<file path="src/rtl/mem_sys_pkg.sv">
/*
 * Memory subsystem package: bus widths, PMA region constants,
 * AHB-Lite enums and the structs shared by the decoder and slaves
 */
package mem_sys_pkg;

  ////////////////////////////////////////////////////////////
  // Bus and memory geometry
  ////////////////////////////////////////////////////////////

  localparam int HADDR_W   = 32;
  localparam int HDATA_W   = 32;
  // Byte lanes per data word
  localparam int STRB_W    = HDATA_W / 8;
  localparam int PMA_CNT   = 4;

  // 1 KiB RAM, indexed by haddr[9:2]
  localparam int RAM_WORDS = 256;
  localparam int RAM_WAIT  = 1;

  // MMIO catcher addresses
  localparam logic [HADDR_W-1:0] TOHOST_ADR  = 32'h0000_1000;
  localparam logic [HADDR_W-1:0] UART_TX_ADR = 32'h0000_1080;

  ////////////////////////////////////////////////////////////
  // AHB-Lite encodings
  ////////////////////////////////////////////////////////////

  typedef enum logic [1:0] {
    HTRANS_IDLE   = 2'b00,
    HTRANS_BUSY   = 2'b01,
    HTRANS_NONSEQ = 2'b10,
    HTRANS_SEQ    = 2'b11
  } htrans_e;

  typedef enum logic {
    HRESP_OKAY  = 1'b0,
    HRESP_ERROR = 1'b1
  } hresp_e;

  // Only single transfers up to one word
  typedef enum logic [2:0] {
    HSIZE_BYTE = 3'b000,
    HSIZE_HALF = 3'b001,
    HSIZE_WORD = 3'b010
  } hsize_e;

  ////////////////////////////////////////////////////////////
  // PMA encodings, matching modes as in RISC-V PMP
  ////////////////////////////////////////////////////////////

  typedef enum logic [1:0] {
    PMA_OFF   = 2'b00,
    PMA_TOR   = 2'b01,
    PMA_NA4   = 2'b10,
    PMA_NAPOT = 2'b11
  } pma_match_e;

  typedef enum logic [1:0] {
    MEM_EMPTY = 2'b00,
    MEM_MAIN  = 2'b01,
    MEM_IO    = 2'b10
  } mem_type_e;

  // One region: type, access rights, match mode
  typedef struct packed {
    mem_type_e  mem_type;
    logic       r;
    logic       w;
    logic       x;
    pma_match_e a;
  } pma_cfg_t;

  // Address phase of one transfer
  typedef struct packed {
    logic               hsel;
    logic [HADDR_W-1:0] haddr;
    logic               hwrite;
    hsize_e             hsize;
    htrans_e            htrans;
    // HPROT[0], 0 = opcode fetch, 1 = data
    logic               hprot;
  } ahb_ctrl_t;

  // Slave response
  typedef struct packed {
    logic [HDATA_W-1:0] hrdata;
    logic               hreadyout;
    hresp_e             hresp;
  } ahb_rsp_t;

endpackage
</file>
<file path="src/rtl/mmio_catch.sv">
/*
 * AHB-Lite IO slave, catches tohost writes and UART transmit bytes
 */
`timescale 1ns/10ps

module mmio_catch (
  input  logic                            HCLK,
  input  logic                            rst_i,
  input  mem_sys_pkg::ahb_ctrl_t          ctrl_i,
  input  logic                            hready_i,
  input  logic [mem_sys_pkg::HDATA_W-1:0] hwdata_i,
  output mem_sys_pkg::ahb_rsp_t           rsp_o,
  output logic [mem_sys_pkg::HDATA_W-1:0] tohost_o,
  output logic                            tohost_valid_o,
  output logic [7:0]                      uart_data_o,
  output logic                            uart_valid_o
);
  import mem_sys_pkg::*;

  logic               sel;
  logic               act_q;
  logic               write_q;
  logic [HADDR_W-1:0] adr_q;
  logic               is_tohost;
  logic               is_uart;
  logic               wr_end;

  assign sel = ctrl_i.hsel &&
               (ctrl_i.htrans == HTRANS_NONSEQ || ctrl_i.htrans == HTRANS_SEQ);

  always_ff @(posedge HCLK) begin
    if (hready_i && sel) begin
      write_q <= ctrl_i.hwrite;
      adr_q   <= ctrl_i.haddr;
    end
  end

  // Word-aligned register decode
  assign is_tohost = (adr_q[HADDR_W-1:2] == TOHOST_ADR[HADDR_W-1:2]);
  assign is_uart   = (adr_q[HADDR_W-1:2] == UART_TX_ADR[HADDR_W-1:2]);

  // Zero wait, so every data phase ends in its first cycle
  assign wr_end = act_q && write_q;

  always_ff @(posedge HCLK) begin
    if (rst_i) begin
      act_q          <= 1'b0;
      tohost_o       <= '0;
      tohost_valid_o <= 1'b0;
      uart_valid_o   <= 1'b0;
    end else begin
      if (hready_i) begin
        act_q <= sel;
      end
      // Single pulse right after the UART write completes
      uart_valid_o <= wr_end && is_uart;
      // tohost stays valid until reset
      if (wr_end && is_tohost) begin
        tohost_o       <= hwdata_i;
        tohost_valid_o <= 1'b1;
      end
    end
  end

  always_ff @(posedge HCLK) begin
    if (wr_end && is_uart) begin
      uart_data_o <= hwdata_i[7:0];
    end
  end

  // Only tohost reads back, everything else is zero
  assign rsp_o.hrdata    = (act_q && is_tohost) ? tohost_o : '0;
  assign rsp_o.hreadyout = 1'b1;
  assign rsp_o.hresp     = HRESP_OKAY;

endmodule

</file>
<file path="config.mk">
export PLATFORM = sky130hd
export DESIGN_NAME = mmio_catch
export DESIGN_NICKNAME = d
export VERILOG_FILES = /design/src/rtl/mem_sys_pkg.sv /design/src/rtl/mmio_catch.sv
export SDC_FILE = /design/constraint.sdc
export NUM_CORES = 1
export LEC_CHECK = 0
export ABC_AREA = 1
export ABC_CLOCK_PERIOD_IN_PS = 3300
export BUFFER_PORTS_ARGS = -buffer_cell sky130_fd_sc_hd__buf_2
export CAP_MARGIN = 20
export CORE_ASPECT_RATIO = 0.75
export CORE_MARGIN = 2
export CORE_UTILIZATION = 49
export DETAILED_ROUTE_END_ITERATION = 7
export PLACE_DENSITY = 0.95
export SYNTH_ARGS = -nofsm -noshare
export SYNTH_HDL_FRONTEND = slang
export SYNTH_SLANG_ARGS = --single-unit
</file>
<file path="constraint.sdc">
create_clock -name HCLK -period 3.3 [get_ports HCLK]
set_input_delay 0.165 -clock HCLK [delete_from_list [all_inputs] [get_ports HCLK]]
set_output_delay 0.165 -clock HCLK [all_outputs]
set_load 0.02 [all_outputs]
</file>
======== After elaboration in Yosys (flattened, before gate mapping) ========
Cells that the tools add are included.
storage, ports and cells
  flip-flop bits (word level) ............. 76
  memories kept ........................... 0
  bits in latches ......................... 0
  bits in read-only memories .............. 0
  output and inout port bits .............. 76
  word-level logic and storage cells ...... 19
  memory bits (writable) .................. 0
operators by class
  shift-type cells ........................ 0
  add/sub/neg operators ................... 0
  reduce and logical (&&, ||, !) cells .... 7
  multiplexer cells ....................... 1
  order comparisons ....................... 0
  $mul .................................... 0
  bitwise gates (word level) .............. 0
  div/mod/pow operators ................... 0
  equality and inequality tests ........... 4
operator list
  operator                                                                 number
  30-bit by 11-bit equality test with 1-bit output, second input constant  2
  32-bit 2-to-1 mux                                                        1
  1-bit logical AND                                                        6
  2-bit equality test, second input constant                               2
  1-bit logical OR                                                         1

======== Depth between registers and ports, before layout ========
Gate-level depths: netlist of run 1.
  depth after elaboration ................. 4
  depth in mapped cells ................... 11
  depth with buffers taken out ............ 9

======== Worst setup path before layout of run 1 ========
Ideal clock, no wire load.
  path kind ............................... flip-flop to output port
  start point ............................. register adr_q[19]
  end point ............................... output port rsp_o[10] (netlist name)
  cell stages (with the launch flop) ...... 8
  arrival ................................. 1.449 ns
  required time ........................... 3.135 ns
  slack ................................... 1.686 ns
  cell sequence ........................... edfxtp_1 > or2_1 > nor2_1 > nand2_1 > nor2_2 > nand2_1 > buf_2 > nor2_1
RTL lines
  what                      line              RTL
  start: declaration        mmio_catch.sv:23  logic [HADDR_W-1:0] adr_q;
  start signal: assignment  mmio_catch.sv:34  adr_q <= ctrl_i.haddr;
  end: declaration          mmio_catch.sv:12  output mem_sys_pkg::ahb_rsp_t rsp_o,

==> results.cfg, run 1 <==
[floorplan]
die_w_um = 96.3
core_area_um2 = 6220
ioPinCount = 151
die_h_um = 73.2
start_util_pct = 50.3
fp.dieArea_um2 = 7050
fp-row-count = 25

[logic_synthesis]
synthAdderAreaFrac_pct = 0
synth-xor-area-share_pct = 0
synth_compound_area_share_pct = 5.44
netlist_top_cells_area = edfxtp_1, dfxtp_1, nor2_1, inv_1, a21oi_1
synthTopCellsByCount = nor2_1, inv_1, nand2_1
synth_top_family_by_area = simple AND/OR/NAND/NOR gates
yosysSeqAreaShare_pct = 59.8
netlist_area_um2 = 3130
synth_warnings = 0
yosys.area_share.simple_pct = 21.7
synth-edff-count = 39
yosysMostFrequentCell = nor2_1
synth_top_area_cell = edfxtp_1
yosysTopAreaCellShare_pct = 37.4
ys_seq_elements = 74
synth_cells = 368
syn-num-nets = 443
syn_area_per_cell_um2 = 8.50
synth_cell_type_count = 17
async_reset_ff_share_pct = 0
synth_ff_type = edfxtp_1
synth_mux_area_share_pct = 0

[clock_tree]
cts_made_buffers = 9
clk_pin_slew_worst_paths_ns = 0.08
insertion_delay_ns = 0.33
cts.sinks = 74
cts_max_level = 3
clock_path_buffers = 2
cts-root-buf = clkbuf_8
cts.repair.resized = 0
cts_tree = yes

[drt]
wl_per_cell_um = 12.9
vias = 2872
dr.pass1.iters = 4
routed.top_layer = met4
avgViaCountPerCell = 4.69
drc_errors = 0
dr_wl_met2_um = 4240
ant_nets = 0
wl_met1_um = 3060
routed-wl-met3_um = 439
first_iter_violations = 123
routed_wl_um = 7890

[sta]
clock_skew_ns = 0.0118
max_freq_ghz = 0.452
final_max_slew_viol_count = 0
tightest_slew_ns = 1.03
hold_viol_final = 0
period_needed_ns = 2.21
setup_tns_ns = 0
fin_crit_sh_pct = 67.1
slew_headroom_pct = 31.4
final-setup-viol-count = 0
rsz0062_at_grt = false

[worst_setup_path]
critical_path_class = reg -> out
cp_max_fo = 30
crit_chain = or2_1 > nor2_1 > nand2_1 > nor2_4 > nand2_1 > buf_16 > nor2_1 > buf_2
slowest_delay_ns = 0.39
arrival_ns = 2.05
cp-start-kind = register
critPathCaptureType = output pin
crit_required_ns = 3.13
cp_slowest_cell = edfxtp_1

[finish]
synthToLayoutAreaGrowth_pct = 36.9
final_cells = 612
fill_cells = 479
antenna_cells = 0
fin_nets = 601
drive_above_1_share_pct = 30.3

[global_routing]
antenna_found_initial = 0
grt_pass1_wl_um = 11600
grt_max_degree = 66
first_global_vias = 2597
gr-usage-all-layers_pct = 21.8
grt.overflow.total = 0

[placement]
globalplace.congestion = 0.795
portBuffers = 141
dp.cells = 569
dp_hpwl_um = 4920

[hold_path]
hp-class = in -> reg

[outcome]
status = completed

[pwr]
peakVddDrop_uv = 338
power_w = 0.00171
p_leak_nw = 1.98
pwr_density_cell_nw_per_um2 = 400

[run]
maxCapViolCount = 0
==> routing by layer <==
metal  vias to the layer above  GRT usage [%]
met3                        12           5.48
met2                       105           39.8
li1                       1446              -
met4                         0           10.2
met5                         -              0
met1                      1309           23.5
==> area by class of cell <==
class	count	area [µm²]	share of cell area [%]
clock buffers	10	128	2.98
inverters	69	259	6.05
clock inverters	6	42.5	0.993
flip-flops and latches	74	1870	43.7
well taps	81	101	2.37
repair buffers	169	1020	23.8
multi-input cells	203	862	20.1
==> cell usage in the layout, fill, tap and decap left out <==
cell | synthesis | final
a21oi_1 | 34 | 34
dfxtp_1 | 35 | 35
inv_6 | 0 | 1
clkbuf_8 | 0 | 9
nand2_1 | 45 | 45
or2_1 | 1 | 1
edfxtp_1 | 39 | 39
conb_1 | 2 | 2
nand3_1 | 33 | 33
buf_16 | 0 | 2
nand3b_1 | 1 | 1
buf_4 | 2 | 1
buf_2 | 4 | 141
nor2_1 | 84 | 84
dlygate4sd3_1 | 0 | 25
clkinvlp_4 | 0 | 2
clkinv_4 | 0 | 1
inv_1 | 69 | 68
nor2_4 | 0 | 1
inv_2 | 0 | 1
clkinv_2 | 0 | 2
nor3_1 | 2 | 2
clkbuf_1 | 7 | 1
==> critical path: cells and delay by family (launching register included) <==
family	cells	cell delay (ns)
DFF	1	0.39
and+or+nand+nor	6	0.94
buffers and inverters	2	0.40
==> power by group <==
| group | internal, W | switching [W] | total (W) |
|---|---|---|---|
| combinational | 0.0000607 | 0.0000526 | 0.000113 |
| clock | 0.000274 | 0.000332 | 0.000606 |
| sequential | 0.000988 | 0.00000593 | 0.000994 |
| total | 0.00132 | 0.000390 | 0.00171 |
==> sequential cells by signal, summed over array words and instances (netlist names) <==
signal and count:
adr_q 30, uart_data_o 8, act_q 1, tohost_o 32
tohost_valid_o 1, write_q 1, uart_valid_o 1
==> logic make-up after synthesis <==
| family | after synthesis |
|---|---|
| other | 2 |
| buffers and inverters | 91 |
| flip-flops | 74 |
| AND/OR/NAND/NOR | 167 |
| AO/OA/AOI/OAI | 34 |
==> metrics by stage <==
step | utilization [%] | worst slack [ns] | hold WS [ns] | area (µm²)
6_report | 68.8 | 1.09 | 0.0243 | 4280
2_1_floorplan | - | 1.69 | 0.234 | 3130
5_1_grt | 68.8 | 0.917 | 0.00261 | 4280
4_1_cts | 67.1 | 0.636 | 0.00127 | 4180
3_5_place_dp | 61.2 | 1.02 | 0.343 | 3810
3_3_place_gp | 61.2 | 1.13 | 0.341 | 3810
==> repair_timing <==
action / CTS / global route
endpoints found under the hold margin: 20 / 5
setup buffers: 0 / 0
hold buffers: 20 / 5
==> worst paths after layout <==
kind                                from  slack [ns]  depth (start not counted)                           to
min                           ctrl_i[10]        0.02                          1           adr_q[3]$_DFFE_PP_
max                  adr_q[19]$_DFFE_PP_        1.09                          8                    rsp_o[29]
min reg2reg  tohost_valid_o$_SDFFE_PP0P_        0.49                          2  tohost_valid_o$_SDFFE_PP0P_
max reg2reg          adr_q[19]$_DFFE_PP_        1.27                          8     tohost_o[4]$_SDFFE_PP0P_
No activity file was read; power rests on OpenSTA's default activity.
==> run 2, diff against run 1 <==
--- a/config.mk
+++ b/config.mk
@@ -6,14 +6,14 @@
 export NUM_CORES = 1
 export LEC_CHECK = 0
 export ABC_AREA = 1
-export ABC_CLOCK_PERIOD_IN_PS = 3300
+export ABC_CLOCK_PERIOD_IN_PS = 2200
 export BUFFER_PORTS_ARGS = -buffer_cell sky130_fd_sc_hd__buf_2
 export CAP_MARGIN = 20
 export CORE_ASPECT_RATIO = 0.75
 export CORE_MARGIN = 2
-export CORE_UTILIZATION = 49
+export CORE_UTILIZATION = 46
 export DETAILED_ROUTE_END_ITERATION = 7
-export PLACE_DENSITY = 0.95
+export PLACE_DENSITY = 0.92
 export SYNTH_ARGS = -nofsm -noshare
 export SYNTH_HDL_FRONTEND = slang
 export SYNTH_SLANG_ARGS = --single-unit
==> constraint.sdc (replaced) <==
create_clock -name HCLK -period 2.2 [get_ports HCLK]
set_input_delay 0.11 -clock HCLK [delete_from_list [all_inputs] [get_ports HCLK]]
set_output_delay 0.11 -clock HCLK [all_outputs]
set_load 0.02 [all_outputs]
==> results.cfg, run 2 (synthesis gave the netlist of run 1 again) <==
[worst_setup_path]
critPathCaptureType = output pin
critical_path_class = reg -> out
crit_required_ns = 2.09
arrival_ns = 1.92
cp-start-kind = register
cp_max_fo = 22

[drt]
first_iter_violations = 115
routed_wl_um = 8300
dr.pass1.iters = 4
ant_nets = 0
avgViaCountPerCell = 4.70
drc_errors = 0
wl_per_cell_um = 13.1
vias = 2970

[floorplan]
die_h_um = 75.4
die_w_um = 99.2
ioPinCount = 151
start_util_pct = 48.5
fp.dieArea_um2 = 7480
fp-row-count = 25
core_area_um2 = 6440

[hold_path]
hp-class = in -> reg

[run]
maxCapViolCount = 0

[finish]
antenna_cells = 0
multi_input_area_um2 = 867
fin_nets = 621
final-seq-area_um2 = 1870
stdcell_area_um2 = 4460
top_register = tohost_o
layout_commonest_cell = buf_2
largest_reg_flops = 32
drive_above_1_share_pct = 30.3
synthToLayoutAreaGrowth_pct = 42.6
fill_cells = 499
mostFrequentLayoutCells = buf_2, nor2_1, inv_1
final_cells = 632
top_regs = tohost_o: 32 flops, adr_q: 30 flops, uart_data_o: 8 flops

[placement]
portBuffers = 141
dp.cells = 576
globalplace.congestion = 0.781
dp_hpwl_um = 5320
placed_cell_area_um2 = 3870

[clock_tree]
cts_made_buffers = 9
cts_max_level = 3
clk_pin_slew_worst_paths_ns = 0.07
cts_setup_buffers = 0
cts-root-buf = clkbuf_8
insertion_delay_ns = 0.34
cts_tree = yes
cts.sinks = 74
clock_path_buffers = 2

[pwr]
peakVddDrop_uv = 421
combPwrFrac_pct = 7.2
internal-power_w = 0.00210
pwr_density_cell_nw_per_um2 = 599
seqPwrFrac_pct = 55.8
switching_power_w = 0.000574
p_leak_nw = 2.07
clkPwrFrac_pct = 37.0
sw_frac_of_total_pct = 21.5
power_w = 0.00267

[sta]
hold_viol_final = 0
final-setup-viol-count = 0
rsz0062_at_grt = false
max_freq_ghz = 0.492
clock_skew_ns = 0.00431
hold_ws_ns = 0.0814
fin_crit_sh_pct = 92.4
final_max_slew_viol_count = 0
setup_tns_ns = 0
period_needed_ns = 2.03

[global_routing]
gr-usage-all-layers_pct = 22.1
grt_max_degree = 44
grt.overflow.total = 0
grt_pass1_wl_um = 12600
first_global_vias = 2784
antenna_found_initial = 0

[outcome]
status = completed
## run 2: path summary, 6_finish.rpt
check	to	startpoint	cells past startpoint	slack, ns
worst min-delay path	tohost_o[25]$_SDFFE_PP0P_	hwdata_i[25]	5	0.08
worst max register to register	tohost_o[8]$_SDFFE_PP0P_	adr_q[28]$_DFFE_PP_	9	0.40
worst min register to register	tohost_valid_o$_SDFFE_PP0P_	tohost_valid_o$_SDFFE_PP0P_	2	0.47
worst max-delay path	rsp_o[12]	adr_q[28]$_DFFE_PP_	9	0.17
## run 2: final cells by class
type	count	share of cell area (%)
well taps	81	2.27
repair buffers	189	26.4
flip-flops and latches	74	42.0
inverters	69	5.80
multi-input cells	203	19.4
clock buffers	9	2.78
clock inverters	7	1.35
## run 2: repair_timing
| action | in CTS | in global routing |
|---|---|---|
| hold endpoints to repair | 42 | 0 |
| resized for setup | 0 | 2 |
| hold buffers | 40 | 0 |
| setup endpoints to repair | 0 | 7 |
## run 2: metal layers
| metal | GRT usage (%) | vias to the layer above | wire length, µm |
|---|---|---|---|
| met5 | 0 | - | 0 |
| met4 | 7.91 | 0 | 151 |
| met3 | 6.33 | 15 | 514 |
| met2 | 42.3 | 113 | 4390 |
| met1 | 23.8 | 1359 | 3250 |
| li1 | - | 1483 | - |
## run 2: power groups by stage
stage	registers (W)	clock network [W]	logic [W]
2_1_floorplan	0.00152	0	0.0000583
3_3_place_gp	0.00152	0	0.000125
3_5_place_dp	0.00152	0	0.000132
4_1_cts	0.00149	0.00102	0.000188
5_1_grt	0.00149	0.00108	0.000212
6_report	0.00149	0.000990	0.000192
## run 2: worst max-delay path, cell delays in order (launching register included)
cell and delay, ns:
edfxtp_1 0.38, nor2_1 0.13, nand2_1 0.10, nor2_1 0.16, nand2_2 0.11, nor2_4 0.14, nand2_1 0.07, buf_4 0.21
nor2_1 0.11, buf_2 0.17
## run 2: metrics by stage
step | util, % | setup WS (ns)
3_3_place_gp | 60.1 | 0.507
4_1_cts | 69.2 | 0.138
3_5_place_dp | 60.1 | 0.449
5_1_grt | 69.2 | 0.00319
2_1_floorplan | - | 0.641
6_report | 69.2 | 0.167
