`src/rtl/mem_sys_pkg.sv`:
```
/*
 * Memory subsystem package: bus widths, PMA region constants,
 * AHB-Lite enums and the structs shared by the decoder and slaves
 */
package mem_sys_pkg;

  ////////////////////////////////////////////////////////////
  // Bus and memory geometry
  ////////////////////////////////////////////////////////////

  localparam int HADDR_W   = 32;
  localparam int HDATA_W   = 32;
  // Byte lanes per data word
  localparam int STRB_W    = HDATA_W / 8;
  localparam int PMA_CNT   = 4;

  // 1 KiB RAM, indexed by haddr[9:2]
  localparam int RAM_WORDS = 256;
  localparam int RAM_WAIT  = 1;

  // MMIO catcher addresses
  localparam logic [HADDR_W-1:0] TOHOST_ADR  = 32'h0000_1000;
  localparam logic [HADDR_W-1:0] UART_TX_ADR = 32'h0000_1080;

  ////////////////////////////////////////////////////////////
  // AHB-Lite encodings
  ////////////////////////////////////////////////////////////

  typedef enum logic [1:0] {
    HTRANS_IDLE   = 2'b00,
    HTRANS_BUSY   = 2'b01,
    HTRANS_NONSEQ = 2'b10,
    HTRANS_SEQ    = 2'b11
  } htrans_e;

  typedef enum logic {
    HRESP_OKAY  = 1'b0,
    HRESP_ERROR = 1'b1
  } hresp_e;

  // Only single transfers up to one word
  typedef enum logic [2:0] {
    HSIZE_BYTE = 3'b000,
    HSIZE_HALF = 3'b001,
    HSIZE_WORD = 3'b010
  } hsize_e;

  ////////////////////////////////////////////////////////////
  // PMA encodings, matching modes as in RISC-V PMP
  ////////////////////////////////////////////////////////////

  typedef enum logic [1:0] {
    PMA_OFF   = 2'b00,
    PMA_TOR   = 2'b01,
    PMA_NA4   = 2'b10,
    PMA_NAPOT = 2'b11
  } pma_match_e;

  typedef enum logic [1:0] {
    MEM_EMPTY = 2'b00,
    MEM_MAIN  = 2'b01,
    MEM_IO    = 2'b10
  } mem_type_e;

  // One region: type, access rights, match mode
  typedef struct packed {
    mem_type_e  mem_type;
    logic       r;
    logic       w;
    logic       x;
    pma_match_e a;
  } pma_cfg_t;

  // Address phase of one transfer
  typedef struct packed {
    logic               hsel;
    logic [HADDR_W-1:0] haddr;
    logic               hwrite;
    hsize_e             hsize;
    htrans_e            htrans;
    // HPROT[0], 0 = opcode fetch, 1 = data
    logic               hprot;
  } ahb_ctrl_t;

  // Slave response
  typedef struct packed {
    logic [HDATA_W-1:0] hrdata;
    logic               hreadyout;
    hresp_e             hresp;
  } ahb_rsp_t;

endpackage
```
`src/rtl/ahb_pma_decoder.sv`:
```
/*
 * AHB-Lite PMA decoder: checks every address phase against the PMA
 * table, routes permitted transfers to RAM or MMIO, answers the rest with ERROR
 */
`timescale 1ns/10ps

module ahb_pma_decoder (
  input  logic                                                      HCLK,
  input  logic                                                      rst_i,
  input  mem_sys_pkg::pma_cfg_t [mem_sys_pkg::PMA_CNT-1:0]          pma_cfg_i,
  input  logic [mem_sys_pkg::PMA_CNT-1:0][mem_sys_pkg::HADDR_W-1:0] pma_adr_i,
  input  mem_sys_pkg::ahb_ctrl_t                                    m_ctrl_i,
  output mem_sys_pkg::ahb_ctrl_t                                    ram_ctrl_o,
  output mem_sys_pkg::ahb_ctrl_t                                    io_ctrl_o,
  output logic                                                      hready_o,
  input  mem_sys_pkg::ahb_rsp_t                                     ram_rsp_i,
  input  mem_sys_pkg::ahb_rsp_t                                     io_rsp_i,
  output mem_sys_pkg::ahb_rsp_t                                     m_rsp_o
);
  import mem_sys_pkg::*;

  typedef enum logic [1:0] {IDLE, ERR1, ERR2} err_state_e;
  typedef enum logic [1:0] {OWN_NONE, OWN_RAM, OWN_IO, OWN_ERR} owner_e;

  // Word address, compared against the shifted PMA addresses
  logic [HADDR_W-1:0] word_adr;
  logic [PMA_CNT-1:0] region_hit;
  logic               hit;
  pma_cfg_t           hit_cfg;
  logic               right_ok;
  logic               allowed;
  logic               xfer;
  owner_e             owner_d;
  owner_e             owner_q;
  err_state_e         err_d;
  err_state_e         err_q;

  ////////////////////////////////////////////////////////////
  // Region matching
  ////////////////////////////////////////////////////////////

  assign word_adr = {2'b00, m_ctrl_i.haddr[HADDR_W-1:2]};

  for (genvar i = 0; i < PMA_CNT; i++) begin : g_region
    logic [HADDR_W-1:0] lo_adr;
    logic [HADDR_W-1:0] care;

    // TOR lower bound is the previous entry, zero below entry 0
    if (i == 0) begin : g_first
      assign lo_adr = '0;
    end else begin : g_next
      assign lo_adr = pma_adr_i[i-1];
    end

    // NAPOT: trailing ones plus one more bit are don't care
    assign care = ~(pma_adr_i[i] ^ (pma_adr_i[i] + 1'b1));

    always_comb begin
      case (pma_cfg_i[i].a)
        PMA_TOR:   region_hit[i] = (word_adr >= lo_adr) && (word_adr < pma_adr_i[i]);
        PMA_NA4:   region_hit[i] = (word_adr == pma_adr_i[i]);
        PMA_NAPOT: region_hit[i] = ((word_adr & care) == (pma_adr_i[i] & care));
        default:   region_hit[i] = 1'b0;
      endcase
    end
  end

  // Lowest-numbered hit wins, so scan downwards
  always_comb begin
    hit     = 1'b0;
    hit_cfg = '0;
    for (int i = PMA_CNT - 1; i >= 0; i--) begin
      if (region_hit[i]) begin
        hit     = 1'b1;
        hit_cfg = pma_cfg_i[i];
      end
    end
  end

  // Fetch needs x, write needs w, read needs r
  always_comb begin
    if (!m_ctrl_i.hprot) begin
      right_ok = hit_cfg.x;
    end else if (m_ctrl_i.hwrite) begin
      right_ok = hit_cfg.w;
    end else begin
      right_ok = hit_cfg.r;
    end
  end

  assign allowed = hit && (hit_cfg.mem_type != MEM_EMPTY) && right_ok;

  // Active transfer, not yet qualified by HREADY
  assign xfer = m_ctrl_i.hsel &&
                (m_ctrl_i.htrans == HTRANS_NONSEQ || m_ctrl_i.htrans == HTRANS_SEQ);

  ////////////////////////////////////////////////////////////
  // Slave fan-out
  ////////////////////////////////////////////////////////////

  always_comb begin
    ram_ctrl_o      = m_ctrl_i;
    ram_ctrl_o.hsel = m_ctrl_i.hsel && allowed && (hit_cfg.mem_type == MEM_MAIN);
    io_ctrl_o       = m_ctrl_i;
    io_ctrl_o.hsel  = m_ctrl_i.hsel && allowed && (hit_cfg.mem_type == MEM_IO);
  end

  // Data-phase owner of the current address phase
  always_comb begin
    owner_d = OWN_NONE;
    if (xfer) begin
      if (!allowed) begin
        owner_d = OWN_ERR;
      end else if (hit_cfg.mem_type == MEM_MAIN) begin
        owner_d = OWN_RAM;
      end else begin
        owner_d = OWN_IO;
      end
    end
  end

  ////////////////////////////////////////////////////////////
  // Two-cycle ERROR response
  ////////////////////////////////////////////////////////////

  always_comb begin
    err_d = err_q;
    case (err_q)
      // A new denied transfer may follow right after ERR2
      IDLE, ERR2: err_d = (hready_o && owner_d == OWN_ERR) ? ERR1 : IDLE;
      ERR1:       err_d = ERR2;
      default:    err_d = IDLE;
    endcase
  end

  always_ff @(posedge HCLK) begin
    if (rst_i) begin
      owner_q <= OWN_NONE;
      err_q   <= IDLE;
    end else begin
      err_q <= err_d;
      if (hready_o) begin
        owner_q <= owner_d;
      end
    end
  end

  // Response mux, idle data phase is OKAY with zero wait
  always_comb begin
    m_rsp_o.hrdata    = '0;
    m_rsp_o.hreadyout = 1'b1;
    m_rsp_o.hresp     = HRESP_OKAY;
    case (owner_q)
      OWN_RAM: m_rsp_o = ram_rsp_i;
      OWN_IO:  m_rsp_o = io_rsp_i;
      OWN_ERR: begin
        m_rsp_o.hreadyout = (err_q == ERR2);
        m_rsp_o.hresp     = HRESP_ERROR;
      end
      default: ;
    endcase
  end

  assign hready_o = m_rsp_o.hreadyout;

endmodule

```
`config.mk`:
```
export PLATFORM = sky130hd
export DESIGN_NAME = ahb_pma_decoder
export DESIGN_NICKNAME = d
export VERILOG_FILES = /design/src/rtl/mem_sys_pkg.sv /design/src/rtl/ahb_pma_decoder.sv
export SDC_FILE = /design/constraint.sdc
export NUM_CORES = 1
export LEC_CHECK = 0
export CAP_MARGIN = 0
export CORE_ASPECT_RATIO = 0.75
export CORE_UTILIZATION = 40
export CTS_BUF_LIST = sky130_fd_sc_hd__clkbuf_8
export DETAILED_ROUTE_END_ITERATION = 8
export DONT_BUFFER_PORTS = 1
export PLACE_DENSITY = 0.6
export SLEW_MARGIN = 10
export SYNTH_ARGS = -nofsm -noshare
export SYNTH_HDL_FRONTEND = slang
export SYNTH_SLANG_ARGS = --single-unit
export TNS_END_PERCENT = 30
```
`constraint.sdc`:
```
create_clock -name HCLK -period 5.5 [get_ports HCLK]
set_input_delay 1.1 -clock HCLK [delete_from_list [all_inputs] [get_ports HCLK]]
set_output_delay 1.1 -clock HCLK [all_outputs]
set_load 0.05 [all_outputs]
```
# Word-level counts from Yosys, hierarchy flattened
# Cells that the tools add are included.
word_totals:
  out_inout_bits: 115
  ff_bits: 4
  input_bits: 266
classes:
  mux: 21
  reduce_logical: 15
  bitwise: 16
  n_lt_le_gt_ge: 8
  add_sub_neg: 4
  eq_ne: 30
op_table:
  columns: ["op", "n"]
  rows:
  - ["$add 32x1->32 const B", 4]
  - ["$and 30x32->32", 4]
  - ["$and 32x32->32", 4]
  - ["$eq 30x32->1", 4]
  - ["$eq 32x32->1", 4]
  - ["$lt 30x32->1", 4]
  - ["$not 32->32", 4]
  - ["$xor 32x32->32", 4]
  - ["$ge 30x32->1", 3]
  - ["$pmux 32 s2", 1]
  - ["$eq 2x2->1 const B", 15]
  - ["$ge 30x1->1 const B", 1]
  - ["$mux 7", 4]
  - ["$eq 2x1->1 const B", 7]
  - ["$pmux 1 s3", 4]
  - ["$logic_and 1x1->1", 11]
  - ["$mux 1", 7]
  - ["$mux 2", 3]
  - ["$pmux 2 s3", 1]
  - ["$pmux 2 s2", 1]
  - ["$logic_not 2->1", 1]
  - ["$reduce_bool 2->1", 1]
  - ["$reduce_or 2->1", 1]
  - ["$logic_or 1x1->1", 1]

# Depth between registers and ports, before layout
# Gate-level depths: netlist (run 1).
logic_depth:
  ltp_word: 19
  depth_mapped: 19
  mapped_depth_nobuf: 19

# Least setup slack after synthesis (run 1)
# No wires, ideal clock.
synth_timing:
  path_type: "input -> output"
  from: "input pma_adr_i[77] (netlist name)"
  to: "output ram_ctrl_o[39] (netlist name)"
  path_slack_ns: -0.592
  t_required_ns: 4.400
  t_arrival_ns: 4.992
  stages: 17
  n_path_buf: 0
  cell_sequence: "and4_1 nand4_1 nor3_1 and3_1 nand3_1 ha_1 xor2_1 nor3b_1 nor4b_1 nand4_1 or4_1 o31a_2 nand2_4 o2111a_2 o211ai_2 nor4_2 and2_1"
synth_lines:
  columns: ["element", "line_no", "source"]
  rows:
  - ["start, declared", "ahb_pma_decoder.sv:11", "input logic [mem_sys_pkg::PMA_CNT-1:0][mem_sys_pkg::HADDR_W-1:0] pma_adr_i,"]
  - ["end, declared", "ahb_pma_decoder.sv:13", "output mem_sys_pkg::ahb_ctrl_t ram_ctrl_o,"]

==> results of run 1 <==
==> cells by family after synthesis <==
| kind of cell | synth area share [%] |
|---|---|
| DFF | 0.7680 |
| xor gates and xnor gates | 14.95 |
| and+or+nand+nor | 27.62 |
| buffers and inverters | 12.59 |
| AOI/OAI and AO/OA | 14.79 |
| adders and majority gates | 29.28 |
==> synthesized netlist by cell type (3+ instances only) <==
cell	number	area, µm²
o31ai_1	4	30.03
and4b_1	5	50.05
a31oi_1	4	25.02
nor4_1	18	112.6
o211ai_1	9	67.56
a221oi_1	6	52.55
a21o_1	7	52.55
nor2_1	66	247.7
and3_1	21	131.4
inv_1	176	660.6
and2_1	4	25.02
and4_1	12	105.1
a22oi_1	33	247.7
nand3b_1	9	67.56
a21boi_0	25	187.7
o21ai_0	42	210.2
buf_4	79	593.1
nor2b_1	39	244.0
a21oi_1	50	250.2
nor3b_1	18	135.1
nand2_1	106	397.9
nor3_1	44	220.2
nand2b_1	3	18.77
dfxtp_1	4	80.08
nand4_1	65	406.6
or4_1	6	45.04
clkbuf_1	11	41.29
o21a_1	11	82.58
xnor2_1	128	1121
o2111ai_1	4	35.03
a211oi_1	4	30.03
xor2_1	50	437.9
nand3_1	63	315.3
nor4b_1	22	192.7
ha_1	244	3053
or3_1	9	56.30
==> final cells by class <==
cell class | count | area (µm²)
Fill cell | 2642 | 13670
Clock buffer | 3 | 41.29
Sequential cell | 4 | 80.08
Tap cell | 338 | 422.9
Multi-Input combinational cell | 1170 | 9269
Timing Repair Buffer | 149 | 1119
Inverter | 178 | 668.1
==> flip-flops by register name (all words and copies together) (netlist names) <==
signal   flops
err_q        2
owner_q      2
==> final timing paths <==
| check | from | endpoint | cells after the start |
|---|---|---|---|
| setup / recovery | pma_adr_i[36] | io_ctrl_o[39] | 17 |
| hold reg to reg | err_q[1] | err_q[1] | 1 |
| hold / removal | err_q[1] | err_q[1] | 1 |
| setup reg to reg | owner_q[0] | err_q[0] | 6 |
==> repair_timing <==
action | 4_1_cts | 5_1_grt
endpoints found under the setup margin | 2 | 2
setup buffers | 0 | 1
gates resized for setup | 16 | 12
hold endpoints to repair | 0 | 0
cloned | 0 | 0
pin swaps | 12 | 5
==> critical path: cells and delay by family <==
kind                       cells  cell delay (ns)
adders and majority gates      1             0.29
buffers and inverters          1             0.17
AOI/OAI and AO/OA              5             1.10
and+or+nand+nor                9             2.27
xor gates and xnor gates       1             0.23
==> layer usage <==
metal  routed length [µm]  share of wire [%]
met2                15720                 40
met5                    0                  0
met4                  506                1.3
met3                 4458                 11
met1                18440                 47
==> through the flow <==
step / setup TNS (ns) / utilization (%) / setup slack (ns) / cell area (µm²)
2_1_floorplan: -0.4384 / - / -0.2317 / 10510
3_3_place_gp: -1.354 / 45.10 / -0.6773 / 11400
3_5_place_dp: -1.540 / 45.10 / -0.7753 / 11400
4_1_cts: -1.320 / 45.62 / -0.6627 / 11530
5_1_grt: -1.803 / 45.90 / -0.9158 / 11600
6_report: -1.509 / 45.90 / -0.7840 / 11600
==> power by group <==
part	switching, mW	internal, mW	total, mW
combinational	0.398	0.358	0.755
clock	0.0166	0.0468	0.0634
sequential	0.00135	0.0307	0.0321
total	0.416	0.435	0.851
==> summary.txt, run 1 <==
Crit path time final = 6.284 ns
Leakage power = 5.084 nW
CP Capture Type = output pin
WL per Instance = 21.24 µm
Max FO, Critical Path = 4
PwrDens = 73.34 nW/µm²
Cells after Synth = 1,444
Fin worst setup slack = -0.7840 ns
GRT busiest layer = met2
Dpl hpwl = 34.20 mm
Post-Layout Cell Count = 1,842
M3 GR Usage = 8.607%
Mapped Nets = 1,954
Worst skew pair latency = 0.22 ns
Clk sink count = 4
Slew Viols, Final = 0
Hold Fails Final Rpt = 0
Final Setup Violations = 2
Startpoint types = input pin
Vias in the first global route = 9,765
Violated checks = setup timing
Initial antenna violation count = 1
Yosys reg bits = 4
Post-Place Cells = 1,838
Number of flops mapped to enable cells by yosys = 0
Worst slew margin = 25.84%
CTS root buf = clkbuf_8
Asr flop ratio synth = 0%
Met1 Usage GRT = 40.71%
Unrepaired setup endpoints after global routing = yes
CTS Buf Count = 3
Final Skew = 0.002265 ns
H-tree levels = 1
DR iter-0 viols = 830
Max Cap Viol = 0
Ys flop type = dfxtp_1
Hold slack = 0.4133 ns
Outcome = complete, but fails checks
Data required, critical path = 4.40 ns
Max IR drop VDD = 0.04412 mV
Drt pass-1 iters = 5
Nets = 2,016
Worst EP arrival = 5.18 ns
Met2 Use GR = 40.86%
GP Congestion = 0.9372
WS Path Type = input pin to output pin
Area grow syn2layout = 11.24%
Post-synthesis sequential area ratio = 0.7679%
Final Total Pwr = 850.8 µW
Peak Freq = 159.1 MHz
Ports = 381
IO buf count = 0
Synth warn = 0
Hold Path Class = flop to flop
Die W = 188.4 µm
Critical path's most frequent cell = and3_1
Die height = 141.8 µm
DRC errors left = 0
Hold_buf cts = 0
Diodes inserted = 0
CP cell instances = and3_1 > and3_1 > and3_1 > nand3_1 > ha_1 > xor2_1 > a21boi_0 > nor4b_1 > nand4_1 > nor4_1 > o211ai_1 > o211a_1 > o21a_1 > o32a_1 > buf_4 > nor3_4 > and4_4
Clock buffer depth = 2
Core Area = 25,270 µm²
Tot GR Track Use = 28.00%
Final clock period utilization by the worst path = 114.3%
CTS tree = built
Clock transition at path regs = 0.03 ns
Most frequent cells in the layout = ha_1, inv_1, buf_4, xnor2_1, nand2_1
Syn Std Cell Area = 10,430 µm²
Yosys cell types = 71
Post-DR vias/cell = 5.775
Tightest Pin Transition = 1.112 ns
First-pass GRT wire length = 57.50 mm
Syn Area/Cell = 7.221 µm²
Total die area = 26,720 µm²
Largest net degree at the start of global routing = 35
Routed wire length = 39.12 mm
Detailed-route via count = 10,637
Row Count = 50
Total grt overflow = 0
Post-route ant nets = 0
Slowest cell on the critical path = o32a_1
Initial Utilization = 41.26%
Share of cells above drive strength 1 = 13.63%
Most common cell after layout, fill and taps aside = ha_1
Flop2flop setup slack = 2.45 ns
Critical path's largest stage delay = 0.38 ns
Note: power is estimated with default switching activity, not from simulation.
==> run 2, diff against run 1 <==
==> constraint.sdc (replaced) <==
create_clock -name HCLK -period 5.5 [get_ports HCLK]
set_input_delay 0.275 -clock HCLK [delete_from_list [all_inputs] [get_ports HCLK]]
set_output_delay 0.275 -clock HCLK [all_outputs]
set_load 0.05 [all_outputs]
==> summary.txt, run 2 (synthesized netlist as in run 1, its figures left out) <==
Outcome = finished, final reports clean
Final Total Pwr = 764.7 µW
Tot GR Track Use = 26.47%
Clock transition at path regs = 0.03 ns
Largest net degree at the start of global routing = 35
Post-Place Cells = 1,702
CTS root buf = clkbuf_8
Total die area = 26,720 µm²
R2r worst-path depth = 6
Worst EP arrival = 4.81 ns
H-tree levels = 1
WL per Instance = 21.73 µm
Max IR drop VDD = 0.05169 mV
Hold Path Class = input pin to flop
Detailed-route via count = 10,130
WP depth = 19
IO buf count = 0
Max Cap Viol = 0
Fin area = 10,360 µm²
WS Path Type = input pin to output pin
Vias in the first global route = 9,037
Post-DR vias/cell = 5.941
Worst slew margin = 22.46%
Nets = 1,879
Post-route ant nets = 0
Most frequent cells in the layout = ha_1, inv_1, xnor2_1, nand2_1, nor2_1
WP buf/inv = 2
Dpl hpwl = 32.56 mm
Share of cells above drive strength 1 = 2.414%
Peak Freq = 196.5 MHz
Ports = 381
Cell area after placement = 10,310 µm²
Critical path's most frequent cell = nand4_1
Row Count = 50
Initial antenna violation count = 0
Total grt overflow = 0
Routed wire length = 37.04 mm
First-pass GRT wire length = 54.25 mm
Data required, critical path = 5.22 ns
Final Skew = 0.004527 ns
Clk sink count = 4
Slowest cell on the critical path = or4_1
Leakage power = 4.357 nW
PwrDens = 73.84 nW/µm²
Critical path's largest stage delay = 0.51 ns
Area grow syn2layout = -0.6838%
Clock buffer depth = 2
Core Area = 25,270 µm²
Crit path max-delay family = simple AND/OR/NAND/NOR gates
CTS tree = built
Regs by FF count = err_q (2), owner_q (2)
Diodes inserted = 0
Tightest Pin Transition = 1.152 ns
Final Core Density = 40.98%
Slew Viols, Final = 0
Final Setup Violations = 0
DR iter-0 viols = 893
Crit path time final = 5.089 ns
Initial Utilization = 41.26%
Worst skew pair latency = 0.22 ns
CTS Buf Count = 3
Hold Fails Final Rpt = 0
Setup TNS = 0 ns
Unrepaired setup endpoints after global routing = no
Hold depth = 1
Startpoint types = input pin
DRC errors left = 0
Die height = 141.8 µm
Drt pass-1 iters = 5
GP Congestion = 0.9768
Post-Layout Cell Count = 1,705
Die W = 188.4 µm
Final clock period utilization by the worst path = 92.52%
Max FO, Critical Path = 5
CP Capture Type = output pin
Hold_buf cts = 0
Most common cell after layout, fill and taps aside = ha_1
CP cell instances = and4_1 > nand4_1 > nor3_1 > and3_1 > nand4_1 > ha_1 > xor2_1 > a21boi_0 > nor4b_1 > nand4_1 > or4_1 > o31ai_1 > buf_4 > nor2_1 > a311o_1 > o22ai_2 > nor3_1 > and4_1 > buf_4
run 2: cell types whose count changed in the layout (fill, tap and decap cells not counted), sizes merged:
| cell | previous run | this run |
|---|---|---|
| buf | 149 | 12 |
run 2: timing repair:
item | 4_1_cts | 5_1_grt
buffers inserted | 0 | 0
endpoints found under the setup margin | 0 | 2
resized for setup | 0 | 1
hold endpoints to repair | 0 | 0
run 2: cell type report:
type	count	area, µm²
clock buffer	3	41.29
fill	2669	14920
inverter	178	668.1
multi-input combinational	1170	9041
sequential	4	80.08
tap	338	422.9
timing repair buffer	12	102.6
run 2: layer usage:
metal / routed length (µm) / GRT usage (%)
met1: 17510 / 38.44
met5: 0 / 0
met3: 4109 / 7.544
met4: 621 / 4.542
met2: 14800 / 38.53
run 2: worst paths after layout:
check / from / end / slack [ns]
worst max-delay path: pma_adr_i[77] / io_ctrl_o[39] / 0.41
worst min-delay path: rst_i / err_q[1] / 0.13
worst max register to register: owner_q[0] / err_q[0] / 2.47
worst min register to register: err_q[1] / err_q[1] / 0.42
run 2: metrics by stage:
stage	hold slack, ns	setup WS (ns)
after floorplan	0.3508	1.058
after global placement	0.3521	0.5029
after detailed placement	0.3530	0.4646
after CTS	0.1252	0.4416
after global routing	0.1204	0.06578
final	0.1286	0.4115
run 2: where the power goes:
part	internal, mW	switching (mW)
clock	0.0467	0.0154
combinational	0.300	0.370
sequential	0.0307	0.00153
total	0.378	0.387
